### config.mk
export PLATFORM = sky130hd
export DESIGN_NAME = encoder_filter
export DESIGN_NICKNAME = d
export VERILOG_FILES = /design/src/verilog/motor_pkg.sv /design/src/verilog/encoder_filter.sv
export SDC_FILE = /design/constraint.sdc
export NUM_CORES = 1
export LEC_CHECK = 0
export CAP_MARGIN = 15
export CORE_AREA = 2 2 39 41
export DETAILED_ROUTE_END_ITERATION = 10
export DIE_AREA = 0 0 41 43
export DONT_BUFFER_PORTS = 1
export GPL_ROUTABILITY_DRIVEN = 0
export PLACE_DENSITY = 0.45
export SLEW_MARGIN = 30
export SYNTH_ARGS = -nofsm -noshare
export SYNTH_HDL_FRONTEND = slang
export SYNTH_SLANG_ARGS = --single-unit
### constraint.sdc
create_clock -name fpga_clk_50 -period 2.6 [get_ports fpga_clk_50]
set_input_delay 0 -clock fpga_clk_50 [delete_from_list [all_inputs] [get_ports fpga_clk_50]]
set_output_delay 0 -clock fpga_clk_50 [all_outputs]
set_load 0.05 [all_outputs]
### src/verilog/motor_pkg.sv
// motor speed loop definitions
package motor_pkg;

	// ==================================================
	// channel count and data widths
	// ==================================================
	localparam int num_motors = 2;               // motor channels built by the top

	typedef logic signed [31:0] count_t;          // encoder position
	typedef logic signed [15:0] speed_t;          // steps per sample window
	typedef logic        [7:0]  duty_t;           // pwm duty, also the pwm phase
	typedef logic        [16:0] gain_t;           // 9.8 fixed point gain
	typedef logic signed [1:0]  dir_t;            // 01 fwd, 11 rev, 00 stop
	typedef logic signed [17:0] err_t;            // error and integrator, room for +-65535
	typedef logic signed [47:0] acc_t;            // pid products and sum

	// speed saturation bounds
	localparam int speed_max = 2 ** ($bits(speed_t) - 1) - 1;
	localparam int speed_min = -(2 ** ($bits(speed_t) - 1));

	// ==================================================
	// timing
	// ==================================================
	localparam int sample_period = 250000;        // 5 ms at 50 MHz
	localparam int timer_w       = $clog2(sample_period);
	typedef logic [timer_w-1:0] timer_t;

	localparam int filter_len = 8;                // cycles a line must hold still
	typedef logic [$clog2(filter_len)-1:0] filter_cnt_t;

	localparam int pwm_period = 255;              // phase runs 0..254

	// pid scaling and limits
	localparam int gain_frac   = 8;               // fraction bits of the gains
	localparam int duty_max    = 255;
	localparam int integ_limit = 65535;           // integrator clamp, both signs

	// gray positions of the encoder, value is {a, b}
	typedef enum logic [1:0] {
		quad_00 = 2'b00,
		quad_01 = 2'b01,
		quad_11 = 2'b11,
		quad_10 = 2'b10
	} quad_state_t;

endpackage

### src/verilog/encoder_filter.sv
// encoder line filter
`timescale 1ns/100ps

module encoder_filter (
	input  logic fpga_clk_50,
	input  logic hps_fpga_reset_n,
	input  logic enc_a,
	input  logic enc_b,
	output logic enc_a_f,
	output logic enc_b_f
);
	import motor_pkg::*;

	logic [1:0]  sync_1;                          // bit 0 is a, bit 1 is b
	logic [1:0]  sync_2;                          // safe to use from here on
	logic [1:0]  filt;
	filter_cnt_t stable_cnt [2];                  // cycles the line has differed

	// two flop synchronizer
	always_ff @(posedge fpga_clk_50 or negedge hps_fpga_reset_n)
	begin
		if (!hps_fpga_reset_n)
		begin
			sync_1 <= '0;
			sync_2 <= '0;
		end
		else
		begin
			sync_1 <= {enc_b, enc_a};
			sync_2 <= sync_1;
		end
	end

	// stability filter, one counter per line
	always_ff @(posedge fpga_clk_50 or negedge hps_fpga_reset_n)
	begin
		if (!hps_fpga_reset_n)
		begin
			filt <= '0;
			for (int i = 0; i < 2; i++)
				stable_cnt[i] <= '0;
		end
		else
		begin
			for (int i = 0; i < 2; i++)
			begin
				if (sync_2[i] == filt[i])
					stable_cnt[i] <= '0;                  // glitch gone, start over
				else if (stable_cnt[i] == filter_cnt_t'(filter_len - 1))
				begin
					filt[i]       <= sync_2[i];           // held filter_len samples
					stable_cnt[i] <= '0;
				end
				else
					stable_cnt[i] <= stable_cnt[i] + 1'b1;
			end
		end
	end

	assign enc_a_f = filt[0];
	assign enc_b_f = filt[1];

endmodule

==> summary.txt, run 1 <==
Synth
  • Net Count, Synth: 34
  • Syn avg cell area: between 15 and 20 um2
  • Synth area leaders: dfrtp_1, ha_1, and2_1
  • Area leader, netlist: dfrtp_1
  • Post-synthesis sequential area ratio: 68.2%
  • Mapped Cells: 26
  • Top cell type's share of synthesized area: 68.2%
  • Mapped Area: roughly 440 um2
  • Register bit count reported by yosys: 12
  • Synth warnings: 0
  • Cell variety after synth: 6

Critical path
  • Reg2reg setup slack: about 1.4 ns
  • Bufs and invs on worst path: 0
  • CP dominant cell by count: ha_1
  • Startpoint Class: flop
  • Worst Setup End Kind: flop
  • Crit Path Max Fanout: 2
  • Critical path's largest stage delay: 0.40 ns
  • Critical Path RT: around 2.8 ns
  • Worst r2r path cells: 3
  • Data arrival, critical path: ~1.4 ns
  • Crit Path Class: flop to flop
  • Crit. path cell count: 3
  • Reg-to-reg critical path startpoint: stable_cnt[3]
  • Crit path cell chain: ha_1, ha_1, mux2_1
  • Worst reg2reg endpoint: filt[0]
  • Setup crit start: stable_cnt[3]
  • Largest delay share family, worst path: adder cells
  • Critical-path top delay cell: dfrtp_1

Drt
  • Initial drt markers: 2
  • Post-Route WL: ~530 um
  • Detailed Routing Iterations Pass 1: 2
  • WL per Instance: between 10 and 15 um
  • Via count: 214
  • Via/cell ratio: ~4.5
  • Drc violations: 0
  • DRT antenna net count: 0

STA
  • Slew margin rel.: 65.1%
  • Slew @ Worst Pin: 0.523 ns
  • Final Hold Viols: 0
  • Setup TNS: 0 ns
  • Clock skew: between 0.0003 and 0.0004 ns
  • Min Tclk post-route: approximately 1.2 ns
  • Final Slew Violations: 0
  • Unrepaired setup endpoints after global routing: no
  • # setup viols final: 0
  • Peak Freq: roughly 800 MHz
  • Final Cycle Share: between 40% and 50%

Clocking
  • # resized after CTS: 0
  • Clock Pin Slew Worst Setup and Hold Paths: roughly 0.06 ns
  • Clock sinks: 12
  • Setup bufs post-CTS: 0
  • CTS max path bufs: 2
  • H-Tree Depth: 1
  • Clk_lat worst skew: about 0.26 ns
  • Post-cts hold buffer count: 3
  • CTS Root Cell: clkbuf_4
  • CTS buffer count: 3
  • CTS tree: yes

Global routing
  • Overflow after GRT: 0
  • Global-route wire length before repair: 855 um
  • GR Util All Layers: under 10%
  • Vias in the first global route: 223
  • Largest net degree at the start of global routing: 13
  • Initial antenna violation count: 0

Power
  • Pwr dens: 995 mW/mm2
  • Clock Power Share: a little over a fifth
  • Cell leakage power: roughly 0.26 nW
  • Gate power share: roughly 17%
  • Flop pwr share: 62.2%
  • Sw Share: approximately a third
  • Psw: about 0.17 mW
  • Maximum vdd drop: between 300 and 400 uV
  • Cell Int Power: ~0.34 mW

Cells and area
  • Fillers: between 100 and 150
  • # diodes: 0
  • # nets final: 42
  • Area Overhead vs Synth: 16.5%
  • Layout cell share with drive strength beyond 1: 15.6%
  • Final Util: between 30% and 40%

Floorplanning
  • Die ar.: 0.00176 mm2
  • Die height: 43 um
  • Rows: 14
  • Initial core utilization: between 30% and 40%
  • Core area: 0.00138 mm2
  • Die Wd: approximately 40 um
  • # IOs: 6

Run status
  • Run status: completed

Placement
  • Number of port buffers: 0

Worst hold path
  • Hold Crit Class: primary input to async pin

Job
  • Max-cap viol count: 0
-- state kept, by name (all words and copies together), names as in the netlist --
name and cells:
filt 2, stable_cnt 6, sync_1 2, sync_2 2
-- power groups by stage --
stage	combinational [mW]	sequential [mW]	clock (mW)
global placement	0.0753	0.320	0
detailed placement	0.0800	0.323	0
CTS	0.0880	0.319	0.115
finish	0.0856	0.317	0.107
floorplan	0.0676	0.314	0
global route	0.103	0.323	0.121
-- worst max-delay path by stage --
stage	to	slack (ns)
3_3_place_gp	filt[0]	1.38
4_1_cts	filt[1]	1.34
5_1_grt	filt[0]	1.30
6_report	filt[0]	1.35
2_1_floorplan	filt[0]	1.42
3_5_place_dp	filt[0]	1.35
-- cell usage after synthesis --
cell / instances
dfrtp_1: 12
and2_1: 4
ha_1: 4
mux2_1: 2
nor3b_2: 2
xor2_1: 2
-- layer usage --
layer,vias up,share of wire (%),GRT usage [%]
met3,2,2.3,1.57
met1,106,45,9.97
met2,6,49,9.69
met4,0,3.0,10.0
li1,100,-,-
met5,-,0,0
-- cell type report --
cell class                      count  area (um2)  area share, %
Sequential cell                    12         300           58.5
Multi-Input combinational cell     14         140           27.3
Timing Repair Buffer                3        30.0           5.85
Clock buffer                        3        22.5           4.39
Tap cell                           16        20.0           3.90
-- cells by family (layout without fill, tap and decap cells) --
family	count (synthesis)	count (layout)	share of synthesized area (%)
buffers and inverters	0	6	0
adders and majority gates	4	4	11.4
DFF	12	12	68.2
xor gates and xnor gates	2	2	3.98
and+or+nand+nor	6	6	11.4
muxes	2	2	5.11
-- cell usage in the layout (no fill, tap or decap) --
cell,Yosys,final
dfrtp_1,12,12
and2_1,4,4
ha_1,4,4
xor2_1,2,2
clkbuf_4,0,3
dlygate4sd3_1,0,3
nor3b_2,2,2
mux2_1,2,2
-- metrics by stage --
stage / cell area, um2 / total power, mW / hold WS (ns) / setup slack [ns] / cells
after global routing: 513 / 0.546 / 0.173 / 1.30 / 48
after detailed placement: 460 / 0.403 / -0.295 / 1.35 / 42
after global placement: 460 / 0.395 / -0.295 / 1.38 / 42
final: 513 / 0.510 / 0.142 / 1.35 / 48
after floorplan: 440 / 0.381 / -0.296 / 1.42 / 26
after CTS: 513 / 0.522 / 0.153 / 1.34 / 48
No activity file was read; power rests on OpenSTA's default activity.
==> run 2, diff against run 1 <==
--- a/config.mk
+++ b/config.mk
@@ -5,13 +5,14 @@
 export SDC_FILE = /design/constraint.sdc
 export NUM_CORES = 1
 export LEC_CHECK = 0
+export ABC_AREA = 1
 export CAP_MARGIN = 15
 export CORE_AREA = 2 2 39 41
 export DETAILED_ROUTE_END_ITERATION = 10
 export DIE_AREA = 0 0 41 43
 export DONT_BUFFER_PORTS = 1
 export GPL_ROUTABILITY_DRIVEN = 0
-export PLACE_DENSITY = 0.45
+export PLACE_DENSITY = 0.48
 export SLEW_MARGIN = 30
 export SYNTH_ARGS = -nofsm -noshare
 export SYNTH_HDL_FRONTEND = slang
==> constraint.sdc (replaced) <==
create_clock -name fpga_clk_50 -period 1.1 [get_ports fpga_clk_50]
set_input_delay 0 -clock fpga_clk_50 [delete_from_list [all_inputs] [get_ports fpga_clk_50]]
set_output_delay 0 -clock fpga_clk_50 [all_outputs]
set_load 0.05 [all_outputs]
==> run 2 against run 1 <==
  * The run now ends with negative setup slack left
  * Clock-buffer cell count unchanged
  * Sequential cell count unchanged
  * Clock skew about the same
  * Combinational power grew to 5.7 times the previous value
  * Synthesized area increased by 3.4%
  * Via count grew 29%
  * Routed wire length grew 17%
  * Highest routed layer is now met3
==> summary.txt, run 2 <==
Drt
  • Initial drt markers: 0 (-2)
  • Via/cell ratio: 4.12 (-7.6%)
  • Post-Route WL: 621 um (+17%)
  • Via count: 276 (+29%)
  • Drc violations: 0 (unchanged)
  • Detailed Routing Iterations Pass 1: 1 (-1)
  • WL per Instance: 9.27 um (-16%)
  • DRT antenna net count: 0 (unchanged)

Critical path
  • Data arrival, critical path: 1.29 ns (-0.11 ns)
  • Worst Setup End Kind: flop
  • Critical Path RT: 1.29 ns (-1.46 ns)
  • Crit Path Max Fanout: 2 (unchanged)
  • Crit Path Class: flop to flop
  • Startpoint Class: flop

Power
  • Pwr dens: 2370 mW/mm2 (+140%)
  • Design Power: 1.38 mW (+170%)
  • Maximum vdd drop: 967 uV (+140%)
  • Cell leakage power: 0.287 nW (+8.4%)

Floorplanning
  • Rows: 14 (unchanged)
  • Die Wd: 41 um (unchanged)
  • # IOs: 6 (unchanged)
  • Core area: 0.00138 mm2 (unchanged)
  • Initial core utilization: 32.9% (+1.1 points)
  • Die ar.: 0.00176 mm2 (unchanged)
  • Die height: 43 um (unchanged)

Clocking
  • CTS tree: yes
  • Clock sinks: 12 (unchanged)
  • H-Tree Depth: 1 (unchanged)
  • Clk_lat worst skew: 0.26 ns (about the same)
  • Clock Pin Slew Worst Setup and Hold Paths: 0.06 ns (about the same)
  • CTS max path bufs: 2 (unchanged)
  • Setup bufs post-CTS: 0 (unchanged)
  • CTS Root Cell: clkbuf_4
  • CTS buffer count: 3 (unchanged)

STA
  • Final Hold Viols: 0 (unchanged)
  • Final Slew Violations: 0 (unchanged)
  • Unrepaired setup endpoints after global routing: yes
  • Setup TNS: -0.00285 ns (-0.00285 ns)
  • Clock skew: 0.000108 ns (-0.000244 ns)
  • Slew margin rel.: 66.0% (+0.90 points)
  • Final Cycle Share: 100% (+52 points)
  • # setup viols final: 1 (+1)
  • Min Tclk post-route: 1.10 ns (-0.145 ns)
  • Peak Freq: 907 MHz (+13%)
  • Slew @ Worst Pin: 0.508 ns (-0.0152 ns)
  • Setup ws final: -0.00285 ns (-1.35 ns)

Cells and area
  • # nets final: 61 (+45%)
  • Commonest cells after routing, fill and taps aside: dfrtp_1, inv_1, nand2_1
  • Layout cell share with drive strength beyond 1: 19.6% (+4.0 points)
  • Commonest non-fill, non-tap cell in the layout: dfrtp_1
  • Largest register FFs: 6 (unchanged)
  • Top reg by flops: stable_cnt
  • Area Overhead vs Synth: 27.5%
  • # diodes: 0 (unchanged)

Synth
  • Mapped Cells: 42 (+62%)
  • Syn avg cell area: 10.8 um2 (-36%)
  • Cell variety after synth: 7 (+1)
  • Net Count, Synth: 50 (+47%)
  • Synth area leaders: dfrtp_1, ha_1, inv_1
  • Post-synthesis sequential area ratio: 65.9% (-2.2 points)
  • Top FF cell, synth: dfrtp_1
  • Post-synth EDFFs: 0 (unchanged)
  • Top cell type's share of synthesized area: 65.9% (-2.2 points)
  • Top cells by count, synth: dfrtp_1, inv_1, nand2_1, nor2_1, ha_1
  • Area leader, netlist: dfrtp_1
  • Register bit count reported by yosys: 12 (unchanged)
  • FFs w/ async S/R, synth: 100% (unchanged)
  • Mapped Area: 455 um2 (+3.4%)
  • Most common cell in the netlist: dfrtp_1
  • Synth warnings: 0 (unchanged)

Run status
  • Run status: finished with violations
  • Failing checks: negative setup slack

Global routing
  • Global-route wire length before repair: 1.00 mm (+17%)
  • Initial antenna violation count: 0 (unchanged)
  • GR Util All Layers: 8.75% (+0.76 points)
  • Vias in the first global route: 268 (+20%)
  • Largest net degree at the start of global routing: 13 (unchanged)
  • Overflow after GRT: 0 (unchanged)

Worst hold path
  • Hold Crit Class: primary input to async pin

Placement
  • Dpl hpwl: about 470 um
  • Number of port buffers: 0 (unchanged)
  • Setup Slack @ Placement: -0.0790 ns (-1.43 ns)

Job
  • Max-cap viol count: 0 (unchanged)
run 2: worst max-delay path, cell delays in order (launching register included):
cell,delay [ns]
dfrtp_1,0.37
ha_2,0.20
ha_4,0.15
or2_0,0.20
nor2_1,0.11
run 2: what timing repair did:
action	CTS	global route
gates resized for setup	4	3
hold endpoints to repair	14	0
hold buffers	3	0
pin swaps	6	0
setup endpoints to repair	3	4
run 2: report_power, final:
part / internal, mW / switching, mW / leakage [nW]
Combinational: 0.187 / 0.299 / 0.121
Sequential: 0.569 / 0.0759 / 0.152
Clock: 0.126 / 0.121 / 0.0138
Total: 0.882 / 0.496 / 0.287
run 2: area by class of cell:
class                           instances  area, um2
Sequential cell                        12        300
Clock buffer                            3       22.5
Tap cell                               16       20.0
Inverter                                8       30.0
Multi-Input combinational cell         22        155
Timing Repair Buffer                    6       52.6
Fill cell                             132        803
run 2: stage by stage:
step	area, um2	util, %	hold slack (ns)	std cells
global placement	498	36.0	-0.295	61
CTS	561	40.5	0.162	67
global route	581	42.0	0.172	67
floorplan	455	-	-0.296	42
finish	581	42.0	0.146	67
detailed placement	498	36.0	-0.295	61
run 2: final timing paths:
kind                       cells past startpoint        startpoint            end  slack [ns]
max                                            4     stable_cnt[1]  stable_cnt[0]      -0.003
max reg2reg                                    4     stable_cnt[1]  stable_cnt[0]      -0.003
max in group asynchronous                      1  hps_fpga_reset_n  stable_cnt[0]        0.61
min in group fpga_clk_50                       1             enc_a      sync_1[0]        0.29
min                                            1  hps_fpga_reset_n  stable_cnt[4]        0.15
min reg2reg                                    0         sync_1[1]      sync_2[1]        0.35
run 2: cell families after synthesis:
kind of cell,share of synthesized area [%]
AND/OR/NAND/NOR,14.3
buffers and inverters,6.59
flip-flops,65.9
AO/OA/AOI/OAI,2.20
adder cells (fa/ha/maj),11.0
run 2: layer usage:
layer | up-vias | GRT usage [%] | part of all wire [%]
li1 | 143 | - | -
met1 | 128 | 11.5 | 48
met2 | 5 | 11.6 | 48
met3 | 0 | 1.57 | 4.8
met4 | 0 | 8.00 | 0
met5 | - | 0 | 0
==> run 3, diff against run 2 <==
--- a/config.mk
+++ b/config.mk
@@ -13,6 +13,7 @@
 export DONT_BUFFER_PORTS = 1
 export GPL_ROUTABILITY_DRIVEN = 0
 export PLACE_DENSITY = 0.48
+export SETUP_SLACK_MARGIN = 0.3
 export SLEW_MARGIN = 30
 export SYNTH_ARGS = -nofsm -noshare
 export SYNTH_HDL_FRONTEND = slang
==> run 3 against run 2 <==
  * The run now ends clean
  * Worst hold slack worse by 0.014 ns
  * Critical path depth unchanged
  * Highest routed layer unchanged
  * Sequential share of layout area fell by 4.1 points
  * Clock-buffer cell count increased by 1
  * First-iteration DRC count rose by 1
  * Critical path type unchanged
  * Clock power is 39% higher
  * Worst setup slack better by 0.024 ns
==> summary.txt, run 3 (same netlist as run 2, synthesis figures left out) <==
Run status
  • Run status: completed

Floorplanning
  • Die Wd: 41 um (unchanged)
  • Rows: 14 (unchanged)
  • Die height: 43 um (unchanged)
  • Initial core utilization: 32.9% (unchanged)
  • Die ar.: 0.00176 mm2 (unchanged)
  • # IOs: 6 (unchanged)
  • Core area: 0.00138 mm2 (unchanged)

Critical path
  • Worst r2r path cells: 4 (unchanged)
  • Bufs and invs on worst path: 0 (unchanged)
  • Crit path cell chain: ha_4, ha_4, or2_0, nor2_1
  • Data arrival, critical path: 1.28 ns (about the same)
  • Critical-path top delay cell: dfrtp_1
  • CP dominant cell by count: ha_4
  • Crit Path Max Fanout: 3 (+1)
  • Setup crit start: stable_cnt[0]
  • Reg2reg setup slack: 0.02 ns (+0.02 ns)
  • Crit path capture: stable_cnt[0]
  • Critical path's largest stage delay: 0.41 ns (+0.04 ns)
  • Crit Path Class: flop to flop
  • Largest delay share family, worst path: flip-flops
  • Worst Setup End Kind: flop
  • Reg-to-reg critical path startpoint: stable_cnt[0]
  • Critical Path RT: 1.31 ns (+0.02 ns)
  • Startpoint Class: flop
  • Crit. path cell count: 4 (unchanged)
  • Worst reg2reg endpoint: stable_cnt[0]

Cells and area
  • Fillers: 128 (-3.0%)
  • Area Overhead vs Synth: 39.6%
  • Sequential cell area: 303 um2 (+0.83%)
  • Post-route cell area: 636 um2 (+9.5%)
  • Top reg by flops: stable_cnt
  • Commonest non-fill, non-tap cell in the layout: dfrtp_1
  • Post-Layout Cell Count: 67 (unchanged)
  • Commonest cells after routing, fill and taps aside: dfrtp_1, nand2_1, nor2_1, inv_2, ha_4
  • # diodes: 0 (unchanged)
  • Area of the multi-input gates: 186 um2 (+20%)
  • # nets final: 60 (-1.6%)
  • Largest register FFs: 6 (unchanged)
  • Layout cell share with drive strength beyond 1: 41.2% (+22 points)
  • Final Util: 45.9% (+4.0 points)

Global routing
  • Largest net degree at the start of global routing: 13 (unchanged)
  • Initial antenna violation count: 0 (unchanged)
  • Global-route wire length before repair: 1.08 mm (+8.3%)
  • GR Util All Layers: 10.0% (+1.3 points)
  • Vias in the first global route: 298 (+11%)
  • Overflow after GRT: 0 (unchanged)

Power
  • Design Power: 1.64 mW (+19%)
  • Pwr dens: 2590 mW/mm2 (+9.0%)
  • Cell leakage power: 0.293 nW (+2.1%)
  • Maximum vdd drop: 1190 uV (+23%)

Clocking
  • Clk_lat worst skew: 0.27 ns (about the same)
  • CTS buffer count: 3 (unchanged)
  • CTS max path bufs: 2 (unchanged)
  • Clock sinks: 12 (unchanged)
  • H-Tree Depth: 1 (unchanged)
  • CTS Root Cell: clkbuf_4
  • Clock Pin Slew Worst Setup and Hold Paths: 0.08 ns (+0.02 ns)
  • Setup bufs post-CTS: 0 (unchanged)
  • CTS tree: yes

Worst hold path
  • Hold Crit Class: primary input to async pin

Drt
  • WL per Instance: 10.0 um (+7.9%)
  • Via count: 283 (+2.5%)
  • Via/cell ratio: 4.22 (+2.5%)
  • Post-Route WL: 670 um (+7.9%)
  • DRT antenna net count: 0 (unchanged)
  • Drc violations: 0 (unchanged)
  • Initial drt markers: 1 (+1)
  • Detailed Routing Iterations Pass 1: 2 (+1)

STA
  • Slew margin rel.: 66.1% (about the same)
  • Clock skew: 0.00354 ns (+0.00343 ns)
  • Final Slew Violations: 0 (unchanged)
  • Unrepaired setup endpoints after global routing: yes
  • Setup ws final: 0.0212 ns (+0.0240 ns)
  • Peak Freq: 927 MHz (+2.2%)
  • Final Cycle Share: 98.1% (-2.2 points)
  • Min Tclk post-route: 1.08 ns (-0.0240 ns)
  • # setup viols final: 0 (-1)
  • Setup TNS: 0 ns (+0.00285 ns)
  • Slew @ Worst Pin: 0.507 ns (-0.000530 ns)
  • Final Hold Viols: 0 (unchanged)
  • Hold WS: 0.133 ns (-0.0136 ns)

Placement
  • Setup Slack @ Placement: 0.0420 ns (+0.121 ns)
  • Placed insts: 60 (-1.6%)
  • Post-DP Area: 523 um2 (+5.0%)
  • Dpl hpwl: 505 um (+6.4%)
  • Number of port buffers: 0 (unchanged)

Job
  • Max-cap viol count: 0 (unchanged)
[run 3: cell types whose count changed in the layout (fill, tap and decap cells not counted), sizes merged]
| cell | previous run | this run |
|---|---|---|
| clkbuf | 3 | 4 |
| buf | 3 | 2 |
[run 3: routing by layer]
| layer | vias up | global-route usage, % | part of all wire, % |
|---|---|---|---|
| li1 | 142 | - | - |
| met4 | 0 | 8.00 | 0 |
| met5 | - | 0 | 0 |
| met3 | 0 | 4.71 | 3.7 |
| met2 | 4 | 16.3 | 57 |
| met1 | 137 | 8.56 | 40 |
[run 3: timing repair]
action,CTS,global route
endpoints found under the setup margin,10,10
gates resized for setup,4,11
pin swaps,2,2
hold endpoints to repair,14,0
hold buffers,3,0
[run 3: worst min path at each step]
stage                      from       endpoint  slack, ns
6_report       hps_fpga_reset_n      sync_2[0]       0.13
3_3_place_gp   hps_fpga_reset_n        filt[0]      -0.30
2_1_floorplan  hps_fpga_reset_n        filt[0]      -0.30
3_5_place_dp   hps_fpga_reset_n      sync_2[0]      -0.30
5_1_grt        hps_fpga_reset_n      sync_1[0]       0.15
4_1_cts        hps_fpga_reset_n  stable_cnt[3]       0.15
[run 3: final cells by class]
class,instances,area share [%]
tap,16,3.15
sequential,12,47.6
clock buffer,4,5.71
timing repair buffer,5,9.45
multi-input combinational,22,29.3
inverter,8,4.72
[run 3: power by group]
| group | total [mW] | switching (mW) | internal [mW] |
|---|---|---|---|
| sequential | 0.694 | 0.118 | 0.575 |
| combinational | 0.607 | 0.319 | 0.288 |
| clock | 0.344 | 0.143 | 0.201 |
