**src/verilog/motor_pkg.sv**
```systemverilog
// motor speed loop definitions
package motor_pkg;

	// ==================================================
	// channel count and data widths
	// ==================================================
	localparam int num_motors = 2;               // motor channels built by the top

	typedef logic signed [31:0] count_t;          // encoder position
	typedef logic signed [15:0] speed_t;          // steps per sample window
	typedef logic        [7:0]  duty_t;           // pwm duty, also the pwm phase
	typedef logic        [16:0] gain_t;           // 9.8 fixed point gain
	typedef logic signed [1:0]  dir_t;            // 01 fwd, 11 rev, 00 stop
	typedef logic signed [17:0] err_t;            // error and integrator, room for +-65535
	typedef logic signed [47:0] acc_t;            // pid products and sum

	// speed saturation bounds
	localparam int speed_max = 2 ** ($bits(speed_t) - 1) - 1;
	localparam int speed_min = -(2 ** ($bits(speed_t) - 1));

	// ==================================================
	// timing
	// ==================================================
	localparam int sample_period = 250000;        // 5 ms at 50 MHz
	localparam int timer_w       = $clog2(sample_period);
	typedef logic [timer_w-1:0] timer_t;

	localparam int filter_len = 8;                // cycles a line must hold still
	typedef logic [$clog2(filter_len)-1:0] filter_cnt_t;

	localparam int pwm_period = 255;              // phase runs 0..254

	// pid scaling and limits
	localparam int gain_frac   = 8;               // fraction bits of the gains
	localparam int duty_max    = 255;
	localparam int integ_limit = 65535;           // integrator clamp, both signs

	// gray positions of the encoder, value is {a, b}
	typedef enum logic [1:0] {
		quad_00 = 2'b00,
		quad_01 = 2'b01,
		quad_11 = 2'b11,
		quad_10 = 2'b10
	} quad_state_t;

endpackage

```
**src/verilog/quadrature_counter.sv**
```systemverilog
// quadrature position counter
`timescale 1ns/100ps

module quadrature_counter (
	input  logic             fpga_clk_50,
	input  logic             hps_fpga_reset_n,
	input  logic             enc_a_f,
	input  logic             enc_b_f,
	output motor_pkg::count_t count
);
	import motor_pkg::*;

	quad_state_t state;                           // last gray position seen
	quad_state_t cur;
	quad_state_t fwd_next;                        // position one step forward
	quad_state_t bwd_next;

	assign cur = quad_state_t'({enc_a_f, enc_b_f});

	// neighbours of the current position, forward is 00 01 11 10
	always_comb
	begin
		case (state)
			quad_00: begin fwd_next = quad_01; bwd_next = quad_10; end
			quad_01: begin fwd_next = quad_11; bwd_next = quad_00; end
			quad_11: begin fwd_next = quad_10; bwd_next = quad_01; end
			default: begin fwd_next = quad_00; bwd_next = quad_11; end
		endcase
	end

	always_ff @(posedge fpga_clk_50 or negedge hps_fpga_reset_n)
	begin
		if (!hps_fpga_reset_n)
		begin
			state <= quad_00;
			count <= '0;
		end
		else
		begin
			state <= cur;                             // also resyncs after a bad jump
			if (cur == fwd_next)
				count <= count + count_t'(1);
			else if (cur == bwd_next)
				count <= count - count_t'(1);
			// both bits flipped: no step, count holds
		end
	end

	a_count_step: assert property (@(posedge fpga_clk_50) disable iff (!hps_fpga_reset_n)
		count_t'(count - $past(count)) inside {-1, 0, 1})
		else $error("encoder count moved by more than one step");

endmodule

```
**config.mk**
```make
export PLATFORM = sky130hd
export DESIGN_NAME = quadrature_counter
export DESIGN_NICKNAME = d
export VERILOG_FILES = /design/src/verilog/motor_pkg.sv /design/src/verilog/quadrature_counter.sv
export SDC_FILE = /design/constraint.sdc
export NUM_CORES = 1
export LEC_CHECK = 0
export BUFFER_PORTS_ARGS = -buffer_cell sky130_fd_sc_hd__buf_2
export CORE_MARGIN = 5
export CORE_UTILIZATION = 60
export CTS_CLUSTER_SIZE = 28
export DETAILED_ROUTE_END_ITERATION = 6
export PLACE_DENSITY = 0.91
export SETUP_SLACK_MARGIN = 0.15
export SLEW_MARGIN = 40
export SYNTH_ARGS = -nofsm -noshare
export SYNTH_HDL_FRONTEND = slang
export SYNTH_SLANG_ARGS = --single-unit
```
**constraint.sdc**
```tcl
create_clock -name fpga_clk_50 -period 6.4 [get_ports fpga_clk_50]
set_input_delay 0.32 -clock fpga_clk_50 [delete_from_list [all_inputs] [get_ports fpga_clk_50]]
set_output_delay 0.32 -clock fpga_clk_50 [all_outputs]
set_load 0.005 [all_outputs]
```
==> summary.md, run 1 <==
| Metric | Value |
|---|---|
| Outcome | complete, no violations |
| GRT Residual Overflow | 0 |
| Rows | 25 |
| Share of cells above drive strength 1 | 0.161 |
| Post-CTS resize count | 0 |
| Worst-Skew Late Latency | 0.29 ns |
| Final setup margin | 2.84 ns |
| Placed Area | 0.00323 mm² |
| Drc violations | 0 |
| RSZ-0062 raised after global routing | false |
| Die W | 81.0 µm |
| Synth Instances | 355 |
| H-tree depth | 2 |
| Post-DP HPWL | 4970 µm |
| Final nets | 421 |
| Synth warnings | 0 |
| NetSw | 0.000983 W |
| Syn avg cell area | 8.53 µm² |
| Fmax | 281 MHz |
| Initial core utilization | 0.629 |
| WP buf/inv | 1 |
| Post-route cell area | 0.00336 mm² |
| Clk slew on worst S/H paths | 0.08 ns |
| Detail Route Antenna Nets | 0 |
| # Post-CTS Setup Buffers | 0 |
| Clock Path Buffers | 2 |
| FF+latch area | 851 µm² |
| Synth area leader | dfrtp_1 |
| Startpoint of the worst hold path | enc_b_f |
| Largest net degree at the start of global routing | 43 |
| Crit-path leading delay family | compound AO/OA/AOI/OAI gates |
| WL final | 6780 µm |
| Die height | 81.0 µm |
| Required @ worst endpoint | 6.58 ns |
| Seq pwr share | 0.199 |
| Root Driver | clkbuf_8 |
| Worst setup EP type | register |
| Leakage power | 1.54 nW |
| Share of the synthesized area in the top cell type | 0.281 |
| Rel. slew slack | 0.505 |
| Mapped Nets | 393 |
| Via Count | 2778 |
| Internal power | 0.00108 W |
| CTS Buf Count | 5 |
| Global-route wire length before repair | 11700 µm |
| Initial DRC Count | 208 |
| Drt pass-1 iters | 4 |
| Register area share after synthesis | 0.281 |
| Final instance count without filler cells | 451 |
| Fin Setup TNS | 0 ns |
| I/O pins | 36 |
| Worst Skew | 0.00569 ns |
| Crit share post-route | 0.556 |
| Critical path peak fanout | 33 |
| Dpl ws | 2.85 ns |
| Post-synth EDFFs | 0 |
| Core Box Area | 0.00482 mm² |
| PD cells | 615 mW/mm² |
| Diode count | 0 |
| Final worst path period need | 3.56 ns |
| WS Path Type | reg -> reg |
| Slew at the pin closest to its max-slew limit | 0.742 ns |
| Fill cells | 393 |
| WL/cell | 15.0 µm |
| PortBufs | 35 |
| Initial antenna violation count | 0 |
| Worst-path cell chain | xor2_1, and2_1, inv_2, ha_1, nor2b_1, o2111ai_1, a21oi_2, o31ai_1, a31oi_1, a41oi_1, xor2_1, o21ai_1 |
| CTS tree | built |
| Slowest cell on the critical path | inv_2 |
| Hold Buf Count CTS | 0 |
| Sw frac | 0.476 |
| Clock power frac | 0.098 |
| Vias in the first global route | 2642 |
| Peak VDD IR | 0.322 mV |
| GRT Resource Usage Total | 0.221 |
| Combinational power share | 0.703 |
| Worst setup path startpoint | state[1] |
| Asr flop ratio synth | 1.00 |
| CP most frequent cell | xor2_1 |
| Dominant cells by area after synthesis | dfrtp_1, ha_1, a21oi_1, a21o_1, nor2_1 |
| RePlAce Congestion | 0.914 |
| Startpoint Class | register |
| Area of the multi-input gates | 0.00210 mm² |
| Max Slew Vio Count | 0 |
| Arrival @ worst endpoint | 3.74 ns |
| Area grow syn2layout | 10.9% |
| Post-synthesis register bit count | 34 |
| Vias per inst | 6.16 |
| FF-to-FF setup slack | 2.84 ns |
| Final Core Density | 0.697 |
| Endpoints failing hold | 0 |
| Die area | 0.00657 mm² |
| Ys flop type | dfrtp_1 |
| Synthesized cell area | 0.00303 mm² |
| Origin of the critical flop-to-flop path | state[1] |
| Max incr delay on CP | 0.50 ns |
| Placed cell count | 442 |
| # setup viols final | 0 |
| HP Class | in -> reg |
| Max-Cap Viols | 0 |
| CTS sink count | 34 |
| Synth cell types | 53 |
[cell usage after synthesis (2+ instances only)]
cell,count
a211o_1,2
a21o_1,28
a21oi_1,44
a21oi_2,4
a31oi_1,3
and2_1,3
and3_1,4
buf_2,2
clkbuf_1,14
dfrtp_1,34
ha_1,33
inv_1,4
nand2_1,30
nand2b_1,7
nand3_1,5
nand4_1,3
nor2_1,37
nor2b_1,2
nor3_1,5
nor4_1,2
o2111a_1,2
o211ai_1,4
o21a_1,4
o21ai_0,18
o221a_2,2
o31ai_1,3
or2_2,3
xnor2_1,15
xor2_1,14
[cell families (layout without fill, tap and decap cells)]
| group | count (synthesis) | count (layout) | share of synthesized area |
|---|---|---|---|
| buffers and inverters | 20 | 49 | 0.0256 |
| and+or+nand+nor | 109 | 109 | 0.173 |
| DFF | 34 | 34 | 0.281 |
| xor gates and xnor gates | 29 | 29 | 0.0839 |
| adders and majority gates | 34 | 34 | 0.143 |
| muxes | 1 | 1 | 0.00331 |
| AOI/OAI and AO/OA | 128 | 128 | 0.290 |
[power by group through the flow]
stage | clock (W) | sequential (W) | combinational (W)
2_1_floorplan | 0 | 0.000413 | 0.00109
3_3_place_gp | 0 | 0.000413 | 0.00137
3_5_place_dp | 0 | 0.000416 | 0.00142
4_1_cts | 0.000206 | 0.000411 | 0.00144
5_1_grt | 0.000219 | 0.000429 | 0.00161
6_report | 0.000202 | 0.000411 | 0.00145
[through the flow]
step                      hold WS [ns]  power [W]
after floorplan                 0.0244    0.00150
after global placement           0.441    0.00178
after detailed placement         0.439    0.00183
after CTS                        0.123    0.00205
after global routing             0.143    0.00225
final                            0.160    0.00206
[state kept, by name, summed over array words and instances (netlist names)]
| signal | flops |
|---|---|
| count | 32 |
| state | 2 |
[layout make-up]
type                       count  area share
inverter                       4     0.00447
sequential                    34       0.253
timing repair buffer          37      0.0581
clock inverter                 3      0.0134
tap                           67      0.0250
multi-input combinational    301       0.625
clock buffer                   5      0.0205
[worst reg2reg max path: cells and delay by family (launching register included)]
kind	cells	cell delay [ns]
buffers and inverters	1	0.50
DFF	1	0.38
AOI/OAI and AO/OA	6	1.41
and+or+nand+nor	2	0.37
adders and majority gates	1	0.40
xor gates and xnor gates	2	0.38
[cell usage in the layout (no fill, tap or decap), drive strengths merged, types with 3 or more instances in the layout]
master,instances
a21o,28
a21oi,48
or2,3
xnor2,15
nand3,5
dfrtp,34
and2,3
o211ai,5
o21ai,19
a31oi,5
o21a,4
o31ai,3
inv,4
nor2,37
and3,4
ha,33
xor2,14
nand2,30
nor3,5
clkbuf,5
nand2b,7
buf,36
nand4,3
[layer usage]
metal / up-vias / GRT usage / part of all wire / wire length [µm]
li1: 1343 / - / - / -
met1: 1331 / 0.277 / 0.43 / 2920
met2: 84 / 0.372 / 0.50 / 3370
met3: 20 / 0.0388 / 0.051 / 348
met4: 0 / 0.101 / 0.021 / 140
met5: - / 0 / 0 / 0
[final timing paths]
check                           depth (start not counted)         to
min in group asynchronous                               2  count[15]
worst max register to register                         12  count[26]
worst max-delay path                                   12  count[26]
worst min register to register                          1  count[31]
worst min-delay path                                    1   state[0]
max in group asynchronous                               2   count[8]
Power figures use the tool's default switching activity.
==> run 2: changes to the inputs <==
--- a/config.mk
+++ b/config.mk
@@ -5,12 +5,13 @@
 export SDC_FILE = /design/constraint.sdc
 export NUM_CORES = 1
 export LEC_CHECK = 0
+export ABC_AREA = 1
 export BUFFER_PORTS_ARGS = -buffer_cell sky130_fd_sc_hd__buf_2
 export CORE_MARGIN = 5
-export CORE_UTILIZATION = 60
+export CORE_UTILIZATION = 55
 export CTS_CLUSTER_SIZE = 28
 export DETAILED_ROUTE_END_ITERATION = 6
-export PLACE_DENSITY = 0.91
+export PLACE_DENSITY = 0.87
 export SETUP_SLACK_MARGIN = 0.15
 export SLEW_MARGIN = 40
 export SYNTH_ARGS = -nofsm -noshare
==> constraint.sdc (replaced) <==
create_clock -name fpga_clk_50 -period 3.1 [get_ports fpga_clk_50]
set_input_delay 0.155 -clock fpga_clk_50 [delete_from_list [all_inputs] [get_ports fpga_clk_50]]
set_output_delay 0.155 -clock fpga_clk_50 [all_outputs]
set_load 0.005 [all_outputs]
==> run 2 against run 1 <==
Global-route usage grew 0.89 points. Die area grew 26%. Via count grew 34%. Power grew 130%. Register-to-register slack lost 2.2 ns. Clock power grew 73%. Setup slack lost 2.4 ns. Cell count grew 60%. Cell area grew 18%. Critical endpoint is now count[28].
==> summary.md, run 2 <==
| Metric | Value |
|---|---|
| Outcome | complete, no violations |
| I/O pins | 36 (unchanged) |
| Asr flop ratio synth | 1.00 (unchanged) |
| Commonest cells in the synthesized netlist | nand2_1, inv_1, nor2_1 |
| Share of cells above drive strength 1 | 0.0946 (-0.0669) |
| PD cells | 1210 mW/mm² (+96%) |
| Worst setup EP type | register |
| CTS Buf Count | 5 (unchanged) |
| Global-route wire length before repair | 16100 µm (+38%) |
| GRT Resource Usage Total | 0.230 (+0.00893) |
| Worst-path cell chain | dlygate4sd3_1, buf_2, xnor2_1, nand2_1, buf_12, inv_1, fa_1, inv_1, nand3_1, nand3_1, nand3_1, nand3_1, nand2_1, nand2_1, nand2_1, nand3_1, nand2_1 |
| WL/cell | 12.9 µm (-14%) |
| Via Count | 3727 (+34%) |
| Max incr delay on CP | 0.54 ns (+0.04 ns) |
| Fin Setup TNS | 0 ns (unchanged) |
| Synth warnings | 0 (unchanged) |
| Startpoint Class | primary input |
| Register name with the most flops | count |
| Crit share post-route | 0.845 |
| Share of the synthesized area in the top cell type | 0.270 (-0.0114) |
| Max Slew Vio Count | 0 (unchanged) |
| Mapped Nets | 642 (+63%) |
| Initial antenna violation count | 0 (unchanged) |
| Synthesized cell area | 0.00361 mm² (+19%) |
| GRT Residual Overflow | 0 (unchanged) |
| # setup viols final | 0 (unchanged) |
| Reg2reg end | count[28] |
| Largest net degree at the start of global routing | 44 (+2.3%) |
| Max FFs per register | 32 (unchanged) |
| Worst-Skew Late Latency | 0.29 ns (about the same) |
| Post-synth EDFFs | 0 (unchanged) |
| Leakage power | 2.45 nW (+59%) |
| Post-synthesis register bit count | 34 (unchanged) |
| WP buf/inv | 5 (+4) |
| Endpoints failing hold | 0 (unchanged) |
| Final setup margin | 0.479 ns (-2.36 ns) |
| Grt met2 use | 0.379 (+0.00668) |
| Die height | 91.0 µm (+12%) |
| Detail Route Antenna Nets | 0 (unchanged) |
| Die area | 0.00828 mm² (+26%) |
| Synth cell types | 31 (-42%) |
| GR Util met3 | 0.0339 (-0.00492) |
| Clock Path Buffers | 2 (unchanged) |
| RePlAce Congestion | 0.956 (+4.5%) |
| Final worst path period need | 2.62 ns |
| Synth Instances | 604 (+70%) |
| Max-Cap Viols | 0 (unchanged) |
| Arrival @ worst endpoint | 2.80 ns (-0.94 ns) |
| Peak VDD IR | 0.681 mV (+110%) |
| FF-to-FF setup slack | 0.62 ns (-2.22 ns) |
| Final nets | 682 (+62%) |
| Worst Skew | 0.00434 ns (-0.00135 ns) |
| Initial DRC Count | 262 (+26%) |
| Rows | 29 (+16%) |
| Post-DP HPWL | 7210 µm (+45%) |
| Core Box Area | 0.00635 mm² (+32%) |
| Fmax | 382 MHz |
| Area of the multi-input gates | 0.00228 mm² (+8.8%) |
| Largest registers | count: 32 flops, state: 2 flops |
| Initial core utilization | 0.568 (-0.0607) |
| PortBufs | 35 (unchanged) |
| Critical path peak fanout | 36 (+9.1%) |
| Die W | 91.0 µm (+12%) |
| Placed Area | 0.00385 mm² (+19%) |
| Dpl ws | 0.656 ns (-2.20 ns) |
| Leading cell type in the layout, fill and taps excluded | nand2_1 |
| Clk slew on worst S/H paths | 0.07 ns (about the same) |
| Synth area leader | nand2_1 |
| Drc violations | 0 (unchanged) |
| Dominant cells by area after synthesis | nand2_1, dfrtp_1, inv_1, ha_1, nand3_1 |
| Most frequent cells in the layout | nand2_1, inv_1, nor2_1 |
| Vias per inst | 5.16 (-16%) |
| Area grow syn2layout | 10.2% |
| WL final | 9340 µm (+38%) |
| Rel. slew slack | 0.529 (+0.0236) |
| Ys flop type | dfrtp_1 |
| Most frequent cell after synthesis | nand2_1 |
| Required @ worst endpoint | 3.28 ns (-3.30 ns) |
| Slew at the pin closest to its max-slew limit | 0.705 ns (-0.0364 ns) |
| Crit-path leading delay family | buffers and inverters |
| Slowest cell on the critical path | dlygate4sd3_1 |
| Diode count | 0 (unchanged) |
| RSZ-0062 raised after global routing | false |
| Root Driver | clkbuf_8 |
| CTS sink count | 34 (unchanged) |
| Fill cells | 605 (+54%) |
| Syn avg cell area | 5.97 µm² (-30%) |
| Met1 track demand over resource | 0.313 (+0.0366) |
| Layer with the highest usage | met2 |
| Drt pass-1 iters | 5 (+1) |
| WS Path Type | in -> reg |
| Vias in the first global route | 3593 (+36%) |
| HP Class | in -> async |
| Reg2reg path depth | 15 (+3) |
| H-tree depth | 2 (unchanged) |
| Post-route cell area | 0.00397 mm² (+18%) |
| FF+latch area | 851 µm² (unchanged) |
| CTS tree | built |
| Post-CTS resize count | 0 (unchanged) |
| Register area share after synthesis | 0.236 (-0.0450) |
| Origin of the critical flop-to-flop path | state[1] |
run 2: cell count changes after synthesis, sizes merged, moves of 4 or more:
cell    before  now
nand2b       7    1
o21ai       19   14
a21oi       48   18
nand3        5   34
a31oi        5    1
nor2        37   42
o21a         4    0
xor2        14    5
inv          4  113
a21o        28    1
nand2       30  267
nand3b       2    6
o211ai       5    0
clkbuf      14    2
run 2: area by class of cell:
class | instances | area share
inverters | 113 | 0.107
repair buffers | 39 | 0.0573
clock buffers | 7 | 0.0217
flip-flops and latches | 34 | 0.214
multi-input cells | 451 | 0.575
well taps | 77 | 0.0242
clock inverters | 1 | 0.00126
run 2: timing repair:
action / 4_1_cts / 5_1_grt
endpoints found under the setup margin: 0 / 0
setup buffers: 0 / 0
hold buffers: 3 / 0
endpoints found under the hold margin: 36 / 0
run 2: power by group:
group          switching (W)  internal [W]  total, W
Sequential          0.000184      0.000665  0.000849
Combinational        0.00226       0.00133   0.00359
Clock               0.000171      0.000179  0.000350
Total                0.00262       0.00217   0.00479
run 2: cells by family after synthesis:
family,count (synthesis),share of synthesized area
fa+ha+maj,34,0.120
xor+xnor,17,0.0413
compound gates,36,0.0524
buf+inv,119,0.131
flops,34,0.236
simple gates,364,0.420
run 2: routing by layer:
layer	routed length (µm)	share of wire
met1	4310	0.46
met3	514	0.055
met4	212	0.023
met2	4300	0.46
met5	0	0
run 2: worst max-delay path by stage:
stage,to,start,cells after the start,slack [ns]
after detailed placement,count[28],state[1],15,0.66
after global routing,count[22],enc_a_f,15,0.28
final,count[28],enc_a_f,17,0.48
after CTS,count[16],enc_b_f,17,0.51
after floorplan,count[31],state[0],14,0.46
after global placement,count[20],state[1],15,0.72
run 2: per-stage QoR:
step	util	hold WS, ns	instances	total power (W)
CTS	0.625	0.513	722	0.00476
finish	0.626	0.366	722	0.00479
detailed placement	0.606	0.285	711	0.00437
global placement	0.606	0.280	711	0.00427
global route	0.626	0.403	722	0.00534
floorplan	-	-0.141	604	0.00346
==> run 3: changes to the inputs <==
--- a/config.mk
+++ b/config.mk
@@ -8,10 +8,10 @@
 export ABC_AREA = 1
 export BUFFER_PORTS_ARGS = -buffer_cell sky130_fd_sc_hd__buf_2
 export CORE_MARGIN = 5
-export CORE_UTILIZATION = 55
+export CORE_UTILIZATION = 60
 export CTS_CLUSTER_SIZE = 28
 export DETAILED_ROUTE_END_ITERATION = 6
-export PLACE_DENSITY = 0.87
+export PLACE_DENSITY = 0.9
 export SETUP_SLACK_MARGIN = 0.15
 export SLEW_MARGIN = 40
 export SYNTH_ARGS = -nofsm -noshare
==> constraint.sdc (replaced) <==
create_clock -name fpga_clk_50 -period 2.51 [get_ports fpga_clk_50]
set_input_delay 0.1255 -clock fpga_clk_50 [delete_from_list [all_inputs] [get_ports fpga_clk_50]]
set_output_delay 0.1255 -clock fpga_clk_50 [all_outputs]
set_load 0.005 [all_outputs]
==> run 3 against run 2 <==
The flow now finishes with violations (DRC, setup timing). Setup slack worse by 0.65 ns. Sequential share of layout area is 4.2 points lower. Global-route usage is 4.4 points higher. Clock-buffer cell count rose by 1. Hold slack got worse by 0.062 ns. Sequential cell count unchanged. Non-clock buffer count increased by 17. Via count up 27%. Cell count is 2.1% higher. Clock skew up 0.0091 ns. Critical endpoint is now count[25]. Highest routed layer unchanged.
==> summary.md, run 3 (synthesized netlist as in run 2, its figures left out) <==
| Metric | Value |
|---|---|
| Outcome | finished, violations left |
| Violated checks | DRC, setup timing |
| Largest net degree at the start of global routing | 44 (unchanged) |
| Die area | 0.00766 mm² (-7.4%) |
| Core Box Area | 0.00589 mm² (-7.3%) |
| Drc violations | 2 (+2) |
| Diode count | 0 (unchanged) |
| RSZ-0062 raised after global routing | true |
| Vias per inst | 6.40 (+24%) |
| GRT Residual Overflow | 0 (unchanged) |
| Leading cell type in the layout, fill and taps excluded | nand2_1 |
| PortBufs | 35 (unchanged) |
| GRT Resource Usage Total | 0.275 (+0.0443) |
| Initial DRC Count | 810 (+210%) |
| Endpoints failing hold | 0 (unchanged) |
| Register name with the most flops | count |
| Initial core utilization | 0.613 (+0.0448) |
| Required @ worst endpoint | 2.67 ns (-0.61 ns) |
| Clk slew on worst S/H paths | 0.09 ns (+0.02 ns) |
| # setup viols final | 3 (+3) |
| GR Util met3 | 0.0388 (+0.00490) |
| Post-DP HPWL | 7040 µm (-2.4%) |
| Critical path peak fanout | 9 (-75%) |
| Largest registers | count: 32 flops, state: 2 flops |
| H-tree depth | 2 (unchanged) |
| Worst-Skew Late Latency | 0.32 ns (+0.03 ns) |
| FF-to-FF setup slack | -0.17 ns (-0.79 ns) |
| Max FFs per register | 32 (unchanged) |
| CTS sink count | 34 (unchanged) |
| CTS tree | built |
| HP Class | in -> async |
| Final worst path period need | 2.68 ns |
| Fin Setup TNS | -0.291 ns (-0.291 ns) |
| Most frequent cells in the layout | nand2_1, inv_1, dfrtp_1, buf_2 |
| Final setup margin | -0.172 ns (-0.651 ns) |
| Global-route wire length before repair | 16900 µm (+4.8%) |
| Detail Route Antenna Nets | 0 (unchanged) |
| WL final | 14600 µm (+57%) |
| Met1 track demand over resource | 0.339 (+0.0254) |
| Die W | 87.5 µm (-3.8%) |
| Rel. slew slack | 0.510 (-0.0195) |
| CTS Buf Count | 5 (unchanged) |
| Max-Cap Viols | 0 (unchanged) |
| Area of the multi-input gates | 0.00303 mm² (+33%) |
| Final nets | 699 (+2.5%) |
| Clock Path Buffers | 2 (unchanged) |
| Worst setup EP type | register |
| WL/cell | 19.9 µm (+54%) |
| Grt met2 use | 0.477 (+0.0988) |
| RePlAce Congestion | 0.966 (+1.0%) |
| I/O pins | 36 (unchanged) |
| Max Slew Vio Count | 0 (unchanged) |
| Arrival @ worst endpoint | 2.85 ns (+0.05 ns) |
| Die height | 87.5 µm (-3.8%) |
| Root Driver | clkbuf_8 |
| WS Path Type | reg -> reg |
| Slew at the pin closest to its max-slew limit | 0.735 ns (+0.0293 ns) |
| Placed Area | 0.00386 mm² (+0.20%) |
| Fill cells | 287 (-53%) |
| Dpl ws | 0.0975 ns (-0.559 ns) |
| Layer with the highest usage | met2 |
| Minimum hold slack | 0.305 ns (-0.0616 ns) |
| Via Count | 4720 (+27%) |
| Vias in the first global route | 3823 (+6.4%) |
| Initial antenna violation count | 0 (unchanged) |
| Rows | 28 (-3.4%) |
| Post-route cell area | 0.00494 mm² (+24%) |
| Drt pass-1 iters | 7 (+2) |
| Share of cells above drive strength 1 | 0.285 (+0.191) |
| Area grow syn2layout | 36.9% |
| FF+latch area | 851 µm² (unchanged) |
| Fmax | 373 MHz |
| Worst Skew | 0.0134 ns (+0.00911 ns) |
| Crit share post-route | 1.07 |
| Startpoint Class | register |
## run 3: changes by cell type in the layout (fill, tap and decap cells not counted), moves of 12 or more
cell and change:
buf_4 +12, ha_1 -33, ha_4 +29, nand2_1 -33, nand2_2 +21, nand2_4 +12, nor2_1 -13
## run 3: path summary, 6_finish.rpt
check | from | endpoint | depth (start not counted)
hold reg to reg | count[0] | count[0] | 1
max in group asynchronous | hps_fpga_reset_n | count[27] | 2
min in group fpga_clk_50 | enc_a_f | state[1] | 2
setup / recovery | state[0] | count[25] | 16
setup reg to reg | state[0] | count[25] | 16
hold / removal | hps_fpga_reset_n | count[11] | 2
## run 3: cell type report
cell class,instances,area share
clock buffers,8,0.0223
multi-input cells,451,0.614
well taps,75,0.0190
flip-flops and latches,34,0.172
repair buffers,56,0.0864
inverters,113,0.0859
## run 3: layer usage
metal | vias to the layer above | routed length (µm) | part of all wire
met5 | - | 0 | 0
met4 | 0 | 1430 | 0.098
met3 | 195 | 1690 | 0.12
met2 | 468 | 6490 | 0.44
met1 | 2105 | 5030 | 0.34
li1 | 1952 | - | -
## run 3: metrics by stage
step,std cells,util
after CTS,724,0.716
after global placement,710,0.655
after floorplan,604,-
after detailed placement,710,0.655
final,737,0.839
after global routing,737,0.839
## run 3: what timing repair did
| item | in CTS | in global routing |
|---|---|---|
| setup endpoints to repair | 8 | 24 |
| gates resized for setup | 23 | 121 |
| hold endpoints to repair | 36 | 0 |
| gates cloned | 1 | 3 |
| setup buffers | 2 | 10 |
| hold buffers | 3 | 0 |
| pin swaps | 3 | 27 |
## run 3: critical path: stages (launching register included)
cell and delay, ns:
dfrtp_1 0.40, xnor2_2 0.20, nand2_4 0.14, buf_12 0.17
buf_16 0.16, ha_4 0.32, nand2_1 0.10, inv_2 0.11
nand2_2 0.11, inv_1 0.11, nand2_1 0.09, nor2_1 0.10
nand2_1 0.10, nand3_1 0.12, nand2_1 0.08, nand3_1 0.07
nand2_1 0.14
Power of run 3 is left out: the tool's default activity adds up to more than one toggle a clock period on the data nets, which glitch-free logic cannot reach.
